## src/hw/ozma_pkg.sv

```systemverilog
package ozma_pkg;

	typedef struct packed {
		logic up;
		logic down;
		logic left;
		logic right;
		logic fire;
		logic coin;
		logic start1;
		logic start2;
	} cab_buttons_t;

	// bit 4 down to bit 0 of the joystick port
	typedef struct packed {
		logic fire;
		logic up;
		logic down;
		logic left;
		logic right;
	} joy_t;

	typedef struct packed {
		logic       reset_cmd;   // reset entry of the OSD menu
		logic       overlay_off;
		logic [1:0] scanlines;   // for the scan doubler downstream
		logic       rotate;
		logic       menu_reset;
	} frontend_status_t;

	// all low active except coin
	typedef struct packed {
		logic coin;
		logic sel1;
		logic sel2;
		logic fire;
		logic move_left;
		logic move_right;
		logic move_up;
		logic move_down;
	} core_ctrl_t;

	typedef struct packed {
		logic r;
		logic g;
		logic b;
	} rgb1_t;

	// PS/2 set 2 scan codes
	localparam logic [7:0] KEY_UP    = 8'h75;
	localparam logic [7:0] KEY_DOWN  = 8'h72;
	localparam logic [7:0] KEY_LEFT  = 8'h6b;
	localparam logic [7:0] KEY_RIGHT = 8'h74;
	localparam logic [7:0] KEY_ESC   = 8'h76; // coin
	localparam logic [7:0] KEY_F1    = 8'h05; // start1
	localparam logic [7:0] KEY_F2    = 8'h06; // start2
	localparam logic [7:0] KEY_SPACE = 8'h29; // fire

endpackage

```

## src/hw/key_latch.sv

```systemverilog
module key_latch (
	input  logic                    clk_sys,
	input  logic                    arst_n,
	input  logic                    key_strobe,
	input  logic [7:0]              key_code,
	input  logic                    key_pressed,
	output ozma_pkg::cab_buttons_t  buttons
);

	import ozma_pkg::*;

	cab_buttons_t btn_q;

	// one held level per button, written only by its own code
	always_ff @(posedge clk_sys or negedge arst_n) begin
		if (!arst_n) begin
			btn_q <= '0;
		end else if (key_strobe) begin
			case (key_code)
				KEY_UP: begin
					btn_q.up <= key_pressed;
				end
				KEY_DOWN: begin
					btn_q.down <= key_pressed;
				end
				KEY_LEFT: begin
					btn_q.left <= key_pressed;
				end
				KEY_RIGHT: begin
					btn_q.right <= key_pressed;
				end
				KEY_ESC: begin
					btn_q.coin <= key_pressed;
				end
				KEY_F1: begin
					btn_q.start1 <= key_pressed;
				end
				KEY_F2: begin
					btn_q.start2 <= key_pressed;
				end
				KEY_SPACE: begin
					btn_q.fire <= key_pressed;
				end
				default: begin
					btn_q <= btn_q; // unmapped code, nothing held
				end
			endcase
		end
	end

	assign buttons = btn_q;

endmodule

```

## src/hw/control_mapper.sv

```systemverilog
module control_mapper (
	input  logic                        clk_sys,
	input  logic                        arst_n,
	input  ozma_pkg::cab_buttons_t      buttons,
	input  ozma_pkg::joy_t              joy_0,
	input  ozma_pkg::joy_t              joy_1,
	input  ozma_pkg::frontend_status_t  status,
	input  logic                        panel_reset,
	output ozma_pkg::core_ctrl_t        core_ctrl,
	output logic                        core_rst_n
);

	import ozma_pkg::*;

	localparam core_ctrl_t CTRL_IDLE = '{
		coin:       1'b0,
		sel1:       1'b1,
		sel2:       1'b1,
		fire:       1'b1,
		move_left:  1'b1,
		move_right: 1'b1,
		move_up:    1'b1,
		move_down:  1'b1
	};

	logic       up_any;
	logic       down_any;
	logic       left_any;
	logic       right_any;
	logic       fire_any;
	logic       m_up;
	logic       m_down;
	logic       m_left;
	logic       m_right;
	logic       rst_req;
	core_ctrl_t ctrl_next;

	// keyboard or either stick
	assign up_any    = buttons.up | joy_0.up | joy_1.up;
	assign down_any  = buttons.down | joy_0.down | joy_1.down;
	assign left_any  = buttons.left | joy_0.left | joy_1.left;
	assign right_any = buttons.right | joy_0.right | joy_1.right;
	assign fire_any  = buttons.fire | joy_0.fire | joy_1.fire;

	// cabinet monitor sits sideways, so the default turns the sticks 90 degrees
	assign m_up    = status.rotate ? up_any : right_any;
	assign m_down  = status.rotate ? down_any : left_any;
	assign m_left  = status.rotate ? left_any : up_any;
	assign m_right = status.rotate ? right_any : down_any;

	assign rst_req = status.menu_reset | status.reset_cmd | panel_reset;

	always_comb begin
		ctrl_next.coin       = buttons.coin; // core wants coin high active
		ctrl_next.sel1       = ~buttons.start1;
		ctrl_next.sel2       = ~buttons.start2;
		ctrl_next.fire       = ~fire_any;
		ctrl_next.move_left  = ~m_left;
		ctrl_next.move_right = ~m_right;
		ctrl_next.move_up    = ~m_up;
		ctrl_next.move_down  = ~m_down;
	end

	always_ff @(posedge clk_sys or negedge arst_n) begin
		if (!arst_n) begin
			core_ctrl  <= CTRL_IDLE;
			core_rst_n <= 1'b0;
		end else begin
			core_ctrl  <= ctrl_next;
			core_rst_n <= ~rst_req;
		end
	end

endmodule

```

## src/hw/color_overlay.sv

```systemverilog
module color_overlay #(
	parameter int BAND1_END = 32,
	parameter int BAND2_END = 192
) (
	input  logic             clk_sys,
	input  logic             arst_n,
	input  logic             video,
	input  logic             hsync,
	input  logic             vsync,
	input  logic             overlay_off,
	output ozma_pkg::rgb1_t  rgb,
	output logic             hs_out,
	output logic             vs_out
);

	import ozma_pkg::*;

	localparam int COL_W = $clog2(BAND2_END + 1);

	localparam rgb1_t BLACK = '{r: 1'b0, g: 1'b0, b: 1'b0};
	localparam rgb1_t WHITE = '{r: 1'b1, g: 1'b1, b: 1'b1};
	localparam rgb1_t RED   = '{r: 1'b1, g: 1'b0, b: 1'b0};
	localparam rgb1_t GREEN = '{r: 1'b0, g: 1'b1, b: 1'b0};

	logic [COL_W-1:0] col;
	logic             hs_rise;
	rgb1_t            rgb_next;

	// hs_out is last cycle's hsync, so it doubles as the edge detector
	assign hs_rise = hsync & ~hs_out;

	always_ff @(posedge clk_sys or negedge arst_n) begin
		if (!arst_n) begin
			col <= '0;
		end else if (hs_rise) begin
			col <= '0;
		end else if (col != COL_W'(BAND2_END)) begin
			col <= col + 1'b1; // stops once into the last band
		end
	end

	// cellophane strips: red at the bottom, clear middle, green at the top
	always_comb begin
		if (!video) begin
			rgb_next = BLACK;
		end else if (overlay_off) begin
			rgb_next = WHITE;
		end else if (col < COL_W'(BAND1_END)) begin
			rgb_next = RED;
		end else if (col < COL_W'(BAND2_END)) begin
			rgb_next = WHITE;
		end else begin
			rgb_next = GREEN;
		end
	end

	always_ff @(posedge clk_sys or negedge arst_n) begin
		if (!arst_n) begin
			rgb    <= BLACK;
			hs_out <= 1'b0;
			vs_out <= 1'b0;
		end else begin
			rgb    <= rgb_next;
			hs_out <= hsync; // keep syncs aligned with the color
			vs_out <= vsync;
		end
	end

endmodule

```

## src/hw/audio_dac.sv

```systemverilog
module audio_dac #(
	parameter int DAC_BITS = 8
) (
	input  logic                clk_sys,
	input  logic                arst_n,
	input  logic [DAC_BITS-1:0] audio,
	output logic                aud_bit
);

	logic [DAC_BITS:0] acc;

	// first order sigma-delta, top bit is the carry out of the add
	always_ff @(posedge clk_sys or negedge arst_n) begin
		if (!arst_n) begin
			acc <= '0;
		end else begin
			acc <= {1'b0, acc[DAC_BITS-1:0]} + {1'b0, audio}; // carry dropped
		end
	end

	assign aud_bit = acc[DAC_BITS];

endmodule

```

## src/hw/ozma_frontend.sv

```systemverilog
module ozma_frontend #(
	parameter int BAND1_END = 32,
	parameter int BAND2_END = 192,
	parameter int DAC_BITS  = 8
) (
	input  logic                        clk_sys,
	input  logic                        arst_n,
	input  logic                        key_strobe,
	input  logic [7:0]                  key_code,
	input  logic                        key_pressed,
	input  ozma_pkg::joy_t              joy_0,
	input  ozma_pkg::joy_t              joy_1,
	input  ozma_pkg::frontend_status_t  status,
	input  logic                        panel_reset,
	input  logic                        video,
	input  logic                        hsync,
	input  logic                        vsync,
	input  logic [DAC_BITS-1:0]         audio,
	output ozma_pkg::core_ctrl_t        core_ctrl,
	output logic                        core_rst_n,
	output ozma_pkg::rgb1_t             rgb,
	output logic                        hs_out,
	output logic                        vs_out,
	output logic                        aud_l,
	output logic                        aud_r
);

	import ozma_pkg::*;

	cab_buttons_t buttons;

	key_latch key_latch_i (
		.clk_sys     (clk_sys),
		.arst_n      (arst_n),
		.key_strobe  (key_strobe),
		.key_code    (key_code),
		.key_pressed (key_pressed),
		.buttons     (buttons)
	);

	control_mapper control_mapper_i (
		.clk_sys     (clk_sys),
		.arst_n      (arst_n),
		.buttons     (buttons),
		.joy_0       (joy_0),
		.joy_1       (joy_1),
		.status      (status),
		.panel_reset (panel_reset),
		.core_ctrl   (core_ctrl),
		.core_rst_n  (core_rst_n)
	);

	color_overlay #(
		.BAND1_END (BAND1_END),
		.BAND2_END (BAND2_END)
	) color_overlay_i (
		.clk_sys     (clk_sys),
		.arst_n      (arst_n),
		.video       (video),
		.hsync       (hsync),
		.vsync       (vsync),
		.overlay_off (status.overlay_off),
		.rgb         (rgb),
		.hs_out      (hs_out),
		.vs_out      (vs_out)
	);

	audio_dac #(
		.DAC_BITS (DAC_BITS)
	) audio_dac_i (
		.clk_sys (clk_sys),
		.arst_n  (arst_n),
		.audio   (audio),
		.aud_bit (aud_l)
	);

	assign aud_r = aud_l; // mono core, same stream on both channels

endmodule

```

## config.mk

```make
export PLATFORM = sky130hd
export DESIGN_NAME = ozma_frontend
export DESIGN_NICKNAME = d
export VERILOG_FILES = /design/src/hw/ozma_pkg.sv /design/src/hw/key_latch.sv /design/src/hw/control_mapper.sv /design/src/hw/color_overlay.sv /design/src/hw/audio_dac.sv /design/src/hw/ozma_frontend.sv
export SDC_FILE = /design/constraint.sdc
export NUM_CORES = 1
export LEC_CHECK = 0
export ABC_AREA = 1
export CORE_ASPECT_RATIO = 0.75
export CORE_UTILIZATION = 46
export CTS_CLUSTER_DIAMETER = 60
export DETAILED_ROUTE_END_ITERATION = 12
export DONT_BUFFER_PORTS = 1
export SLEW_MARGIN = 40
export SYNTH_ARGS = -nofsm -noshare
export SYNTH_HDL_FRONTEND = slang
export SYNTH_SLANG_ARGS = --single-unit
```

## constraint.sdc

```tcl
create_clock -name clk_sys -period 1.8 [get_ports clk_sys]
set_input_delay 0.36 -clock clk_sys [delete_from_list [all_inputs] [get_ports clk_sys]]
set_output_delay 0.36 -clock clk_sys [all_outputs]
set_load 0.05 [all_outputs]
```

Yosys cells after proc, flatten, opt, wreduce, memory -nomap -nowiden
Index checks and enable logic that the tools add are counted.

cells by class
  reduce and logical (&&, ||, !) cells = 9
  muxes and demuxes = 10
  bitwise gates (word level) = 22
  add/sub/neg operators = 2
  eq/ne operators = 9
  order comparisons = 2

operator list
  kind                 count
  $eq 8x7->1 const B   5
  $eq 8x3->1 const B   2
  $mux 8               2
  $reduce_and 2->1     8
  $mux 3               4
  $or 1x1->1           12
  $add 8x8->9          1
  $not 1->1            9
  $add 8x1->8 const B  1
  $eq 8x6->1 const B   1
  $lt 8x6->1 const B   1
  $lt 8x8->1 const B   1
  $ne 8x8->1 const B   1
  $mux 1               4
  $reduce_bool 2->1    1
  $and 1x1->1          1

storage, ports and cells
  input port bits = 40
  output and inout port bits = 16
  word-level logic and storage cells = 78
  register bits = 39

Logic depth before layout (Yosys ltp)
  depth after elaboration = 5
  mapped depth = 7

Hierarchy
From an unflattened synthesis, not the netlist that was laid out.

second synthesis, totals
  cell total of the unflattened synthesis = 254
  area total of the unflattened synthesis = 2034.5 sq um

modules (own cells, without submodules)
  module          cells an instance  area each (sq um)  instances
  color_overlay   77                 616.8              1
  audio_dac       68                 569.3              1
  key_latch       74                 500.5              1
  control_mapper  34                 340.3              1
  ozma_frontend   1                  7.5                1

Worst setup path after synthesis
Ideal clock, no wire load.

  path type = in2reg
  from = input audio[0]
  to = register audio_dac_i.acc[8]
  stages = 6
  data arrival time = 1.257 ns
  slack = 0.424 ns
  required time = 1.681 ns
  setup time = 0.119 ns
  path through = ha_1 -> fa_1 -> nand3_1 -> nand3_1 -> nand2_1 -> nand2_1

between the ends
  cells in the longest elaborated chain, start to end = 1

RTL lines
  item                  line                 source
  start, declared       ozma_frontend.sv:18  input logic [DAC_BITS-1:0] audio,
  $add 8x8->9           audio_dac.sv:17      acc <= {1'b0, acc[DAC_BITS-1:0]} + {1'b0, audio};
  end signal, assigned  audio_dac.sv:17
  end, declared         audio_dac.sv:10      logic [DAC_BITS:0] acc;

No other way between the ends.
A chain may end at the register's enable or synchronous reset.

Worst setup path in the final report
  from = register audio_dac_i.acc[0]
  to = register audio_dac_i.acc[8]

between the ends
  cells in the longest elaborated chain, start to end = 1

RTL lines
  item         line
  $add 8x8->9  audio_dac.sv:17

No other way between the ends.

==> impl_results.md <==
* Run status: completed
* Max_slew headroom at 0.6744
* Pre-Repair DR Iteration Count at 4
* First-pass GRT wire length at 6058 um
* Post-placement cell count at 304
* # setup viols final at 0
* Worst EP arrival at 1.67 ns
* Slew of the pin with the lowest slew margin at 0.4887 ns
* Final ANT Viol Nets at 0
* Final Slew Violations at 0
* Port Buffer Count at 0
* Fin cells at 314
* Area grow syn2layout at 8.577%
* I/O pin cnt at 56
* Startpoint Class: flop
* Die ar. at 4648 um2
* Setup TNS at 0 ns
* Synth Register Bits at 39
* Clock root buffer: clkbuf_8
* Layout Skew at 0.008256 ns
* Critical Setup Path Class: flop to flop
* Starting Density at 0.4876
* Count leader, synth: nand2_1
* Row cnt at 20
* Die width at 78.39 um
* # fillers at 412
* VDD IR max at 0.6496 mV
* Via Count at 1517
* # nets final at 309
* Initial antenna violation count at 0
* Detail Placement HPWL at 2689 um
* Fin crit share at 0.8317
* Minimum clock period at 1.497 ns
* Util after Layout at 0.5294
* Share of post-route cells with drive strength above 1 at 0.08880
* Final wirelength at 3464 um
* CORE AREA at 4129 um2
* Warnings from Yosys at 0
* Final hold vios at 0
* Design area at 2186 um2
* Num Clock Sinks at 39
* ANT cells at 0
* TritonCTS Buffers at 5
* Max-capacitance violation count at 0
* Remaining DRCs at 0
* DR WL/cell at 11.03 um
* Hold Crit Class: input port to flop
* Via density at 4.831
* Distinct cells, synth at 26
* DP Area at 2074 um2
* Power per cell area at 1187 nW/um2
* Clock slew at reported path FFs at 0.08 ns
* Number of synthesized flops with an enable pin at 0
* Initial DRC Count at 51
* Async set-reset flop share out of synthesis at 1.000
* Post-Syn Area per Cell at 8.053 um2
* Synth area leader: dfrtp_1
* GR Overflow Total at 0
* Maximum clock path buffer count at 2
* CTS tree: built
* Worst skew pair latency at 0.29 ns
* RePlAce Congestion at 0.7321
* # H-tree levels at 2
* Cells after Synth at 250
* Critical path required time at 1.97 ns
* Largest cells by area after synthesis: dfrtp_1, nand2_1, dfstp_2
* GRT Util Overall at 0.1745
* Most used DFF post-synth: dfrtp_1
* Number of global-route vias before repair at 1406
* Synth cell count leaders: nand2_1, inv_1, dfrtp_1
* Die H at 59.29 um
* FMAX at 668.0 MHz
* Synth Cell Area at 2013 um2
* Critical Path Fanout Max at 3
* # resized after CTS at 0
* Seq/Total Area, Yosys at 0.4891
* Leak Pwr at 1.119 nW
* Crit path capture type: flop
* Largest net degree at the start of global routing at 40
* Synthesized Nets at 301
* Top-area cell type share of the netlist area at 0.3978
* RSZ-0062 raised after global routing: no
==> path summary, 6_finish.rpt <==
path,endpoint,start,slack (ns),cells after the start
min reg2reg,control_mapper_i.core_ctrl[6],key_latch_i.buttons[1],0.37,1
min,color_overlay_i.vs_out,vsync,0.1,0
max in group asynchronous,control_mapper_i.core_ctrl[1],arst_n,1.01,2
min in group asynchronous,audio_dac_i.acc[5],arst_n,0.53,2
max,audio_dac_i.acc[8],audio_dac_i.acc[0],0.30,6
max reg2reg,audio_dac_i.acc[8],audio_dac_i.acc[0],0.30,6
==> through the flow <==
stage | worst slack, ns | hold WS [ns] | power (mW)
2_1_floorplan | 0.4242 | 0.06441 | 1.892
3_3_place_gp | 0.3208 | 0.06522 | 2.018
3_5_place_dp | 0.2904 | 0.06536 | 2.044
4_1_cts | 0.2809 | 0.08136 | 2.643
5_1_grt | 0.1665 | 0.07615 | 2.834
6_report | 0.3030 | 0.09636 | 2.595
==> report_power, final <==
group | switching, mW | leakage (nW) | total, mW | internal (mW)
logic | 0.538 | 0.621 | 0.859 | 0.322
registers | 0.132 | 0.456 | 1.18 | 1.05
clock network | 0.284 | 0.0422 | 0.556 | 0.272
==> timing repair <==
item,in CTS,in global routing
hold buffers,2,0
setup endpoints to repair,0,0
hold endpoints to repair,39,0
buffers inserted,0,0
==> worst max-delay path, stage by stage, from the launching register on <==
cell     delay (ns)
dfrtp_1        0.37
ha_1           0.22
fa_1           0.44
nand3_1        0.14
nand3_1        0.10
nand2_1        0.07
nand2_1        0.04
==> area by class of cell <==
class	count	area [um2]	share of cell area
tap	55	68.82	0.03148
clock buffer	7	76.32	0.03492
clock inverter	1	5.005	0.002290
inverter	44	165.2	0.07556
multi-input combinational	164	840.8	0.3847
sequential	39	984.7	0.4505
timing repair buffer	4	45.04	0.02061
==> state kept, by name, summed over array words and instances, names as in the netlist <==
name,count
audio_dac_i.acc,9
color_overlay_i.col,8
control_mapper_i.core_ctrl,8
key_latch_i.buttons,8
color_overlay_i.rgb,3
color_overlay_i.hs_out,1
color_overlay_i.vs_out,1
control_mapper_i.core_rst_n,1
==> cells by family (layout without fill, tap and decap cells) <==
| group | after synthesis | count (layout) | synth area share |
|---|---|---|---|
| xor+xnor | 4 | 4 | 0.01741 |
| fa+ha+maj | 11 | 11 | 0.07209 |
| flops | 39 | 39 | 0.4891 |
| compound gates | 24 | 24 | 0.06153 |
| buf+inv | 47 | 56 | 0.09322 |
| simple gates | 125 | 125 | 0.2666 |
==> cells in the final DEF (no fill, tap or decap), types with 3 or more instances in the layout <==
cell / instances
o21ai_0: 11
nand3_1: 18
nand2_1: 67
nor2_1: 25
clkbuf_8: 5
nor3_1: 5
ha_1: 10
a21oi_1: 11
dfstp_2: 7
dfrtp_1: 32
inv_1: 43
nor2_2: 3
==> per-layer routing <==
metal / wire length [um] / GRT usage / vias to the layer above
met5: 0 / 0 / -
met4: 31 / 0.07143 / 0
met3: 267 / 0.06154 / 4
met2: 1456 / 0.2769 / 53
met1: 1708 / 0.2200 / 674
li1: - / - / 786
(Power assumes the default switching activity.)
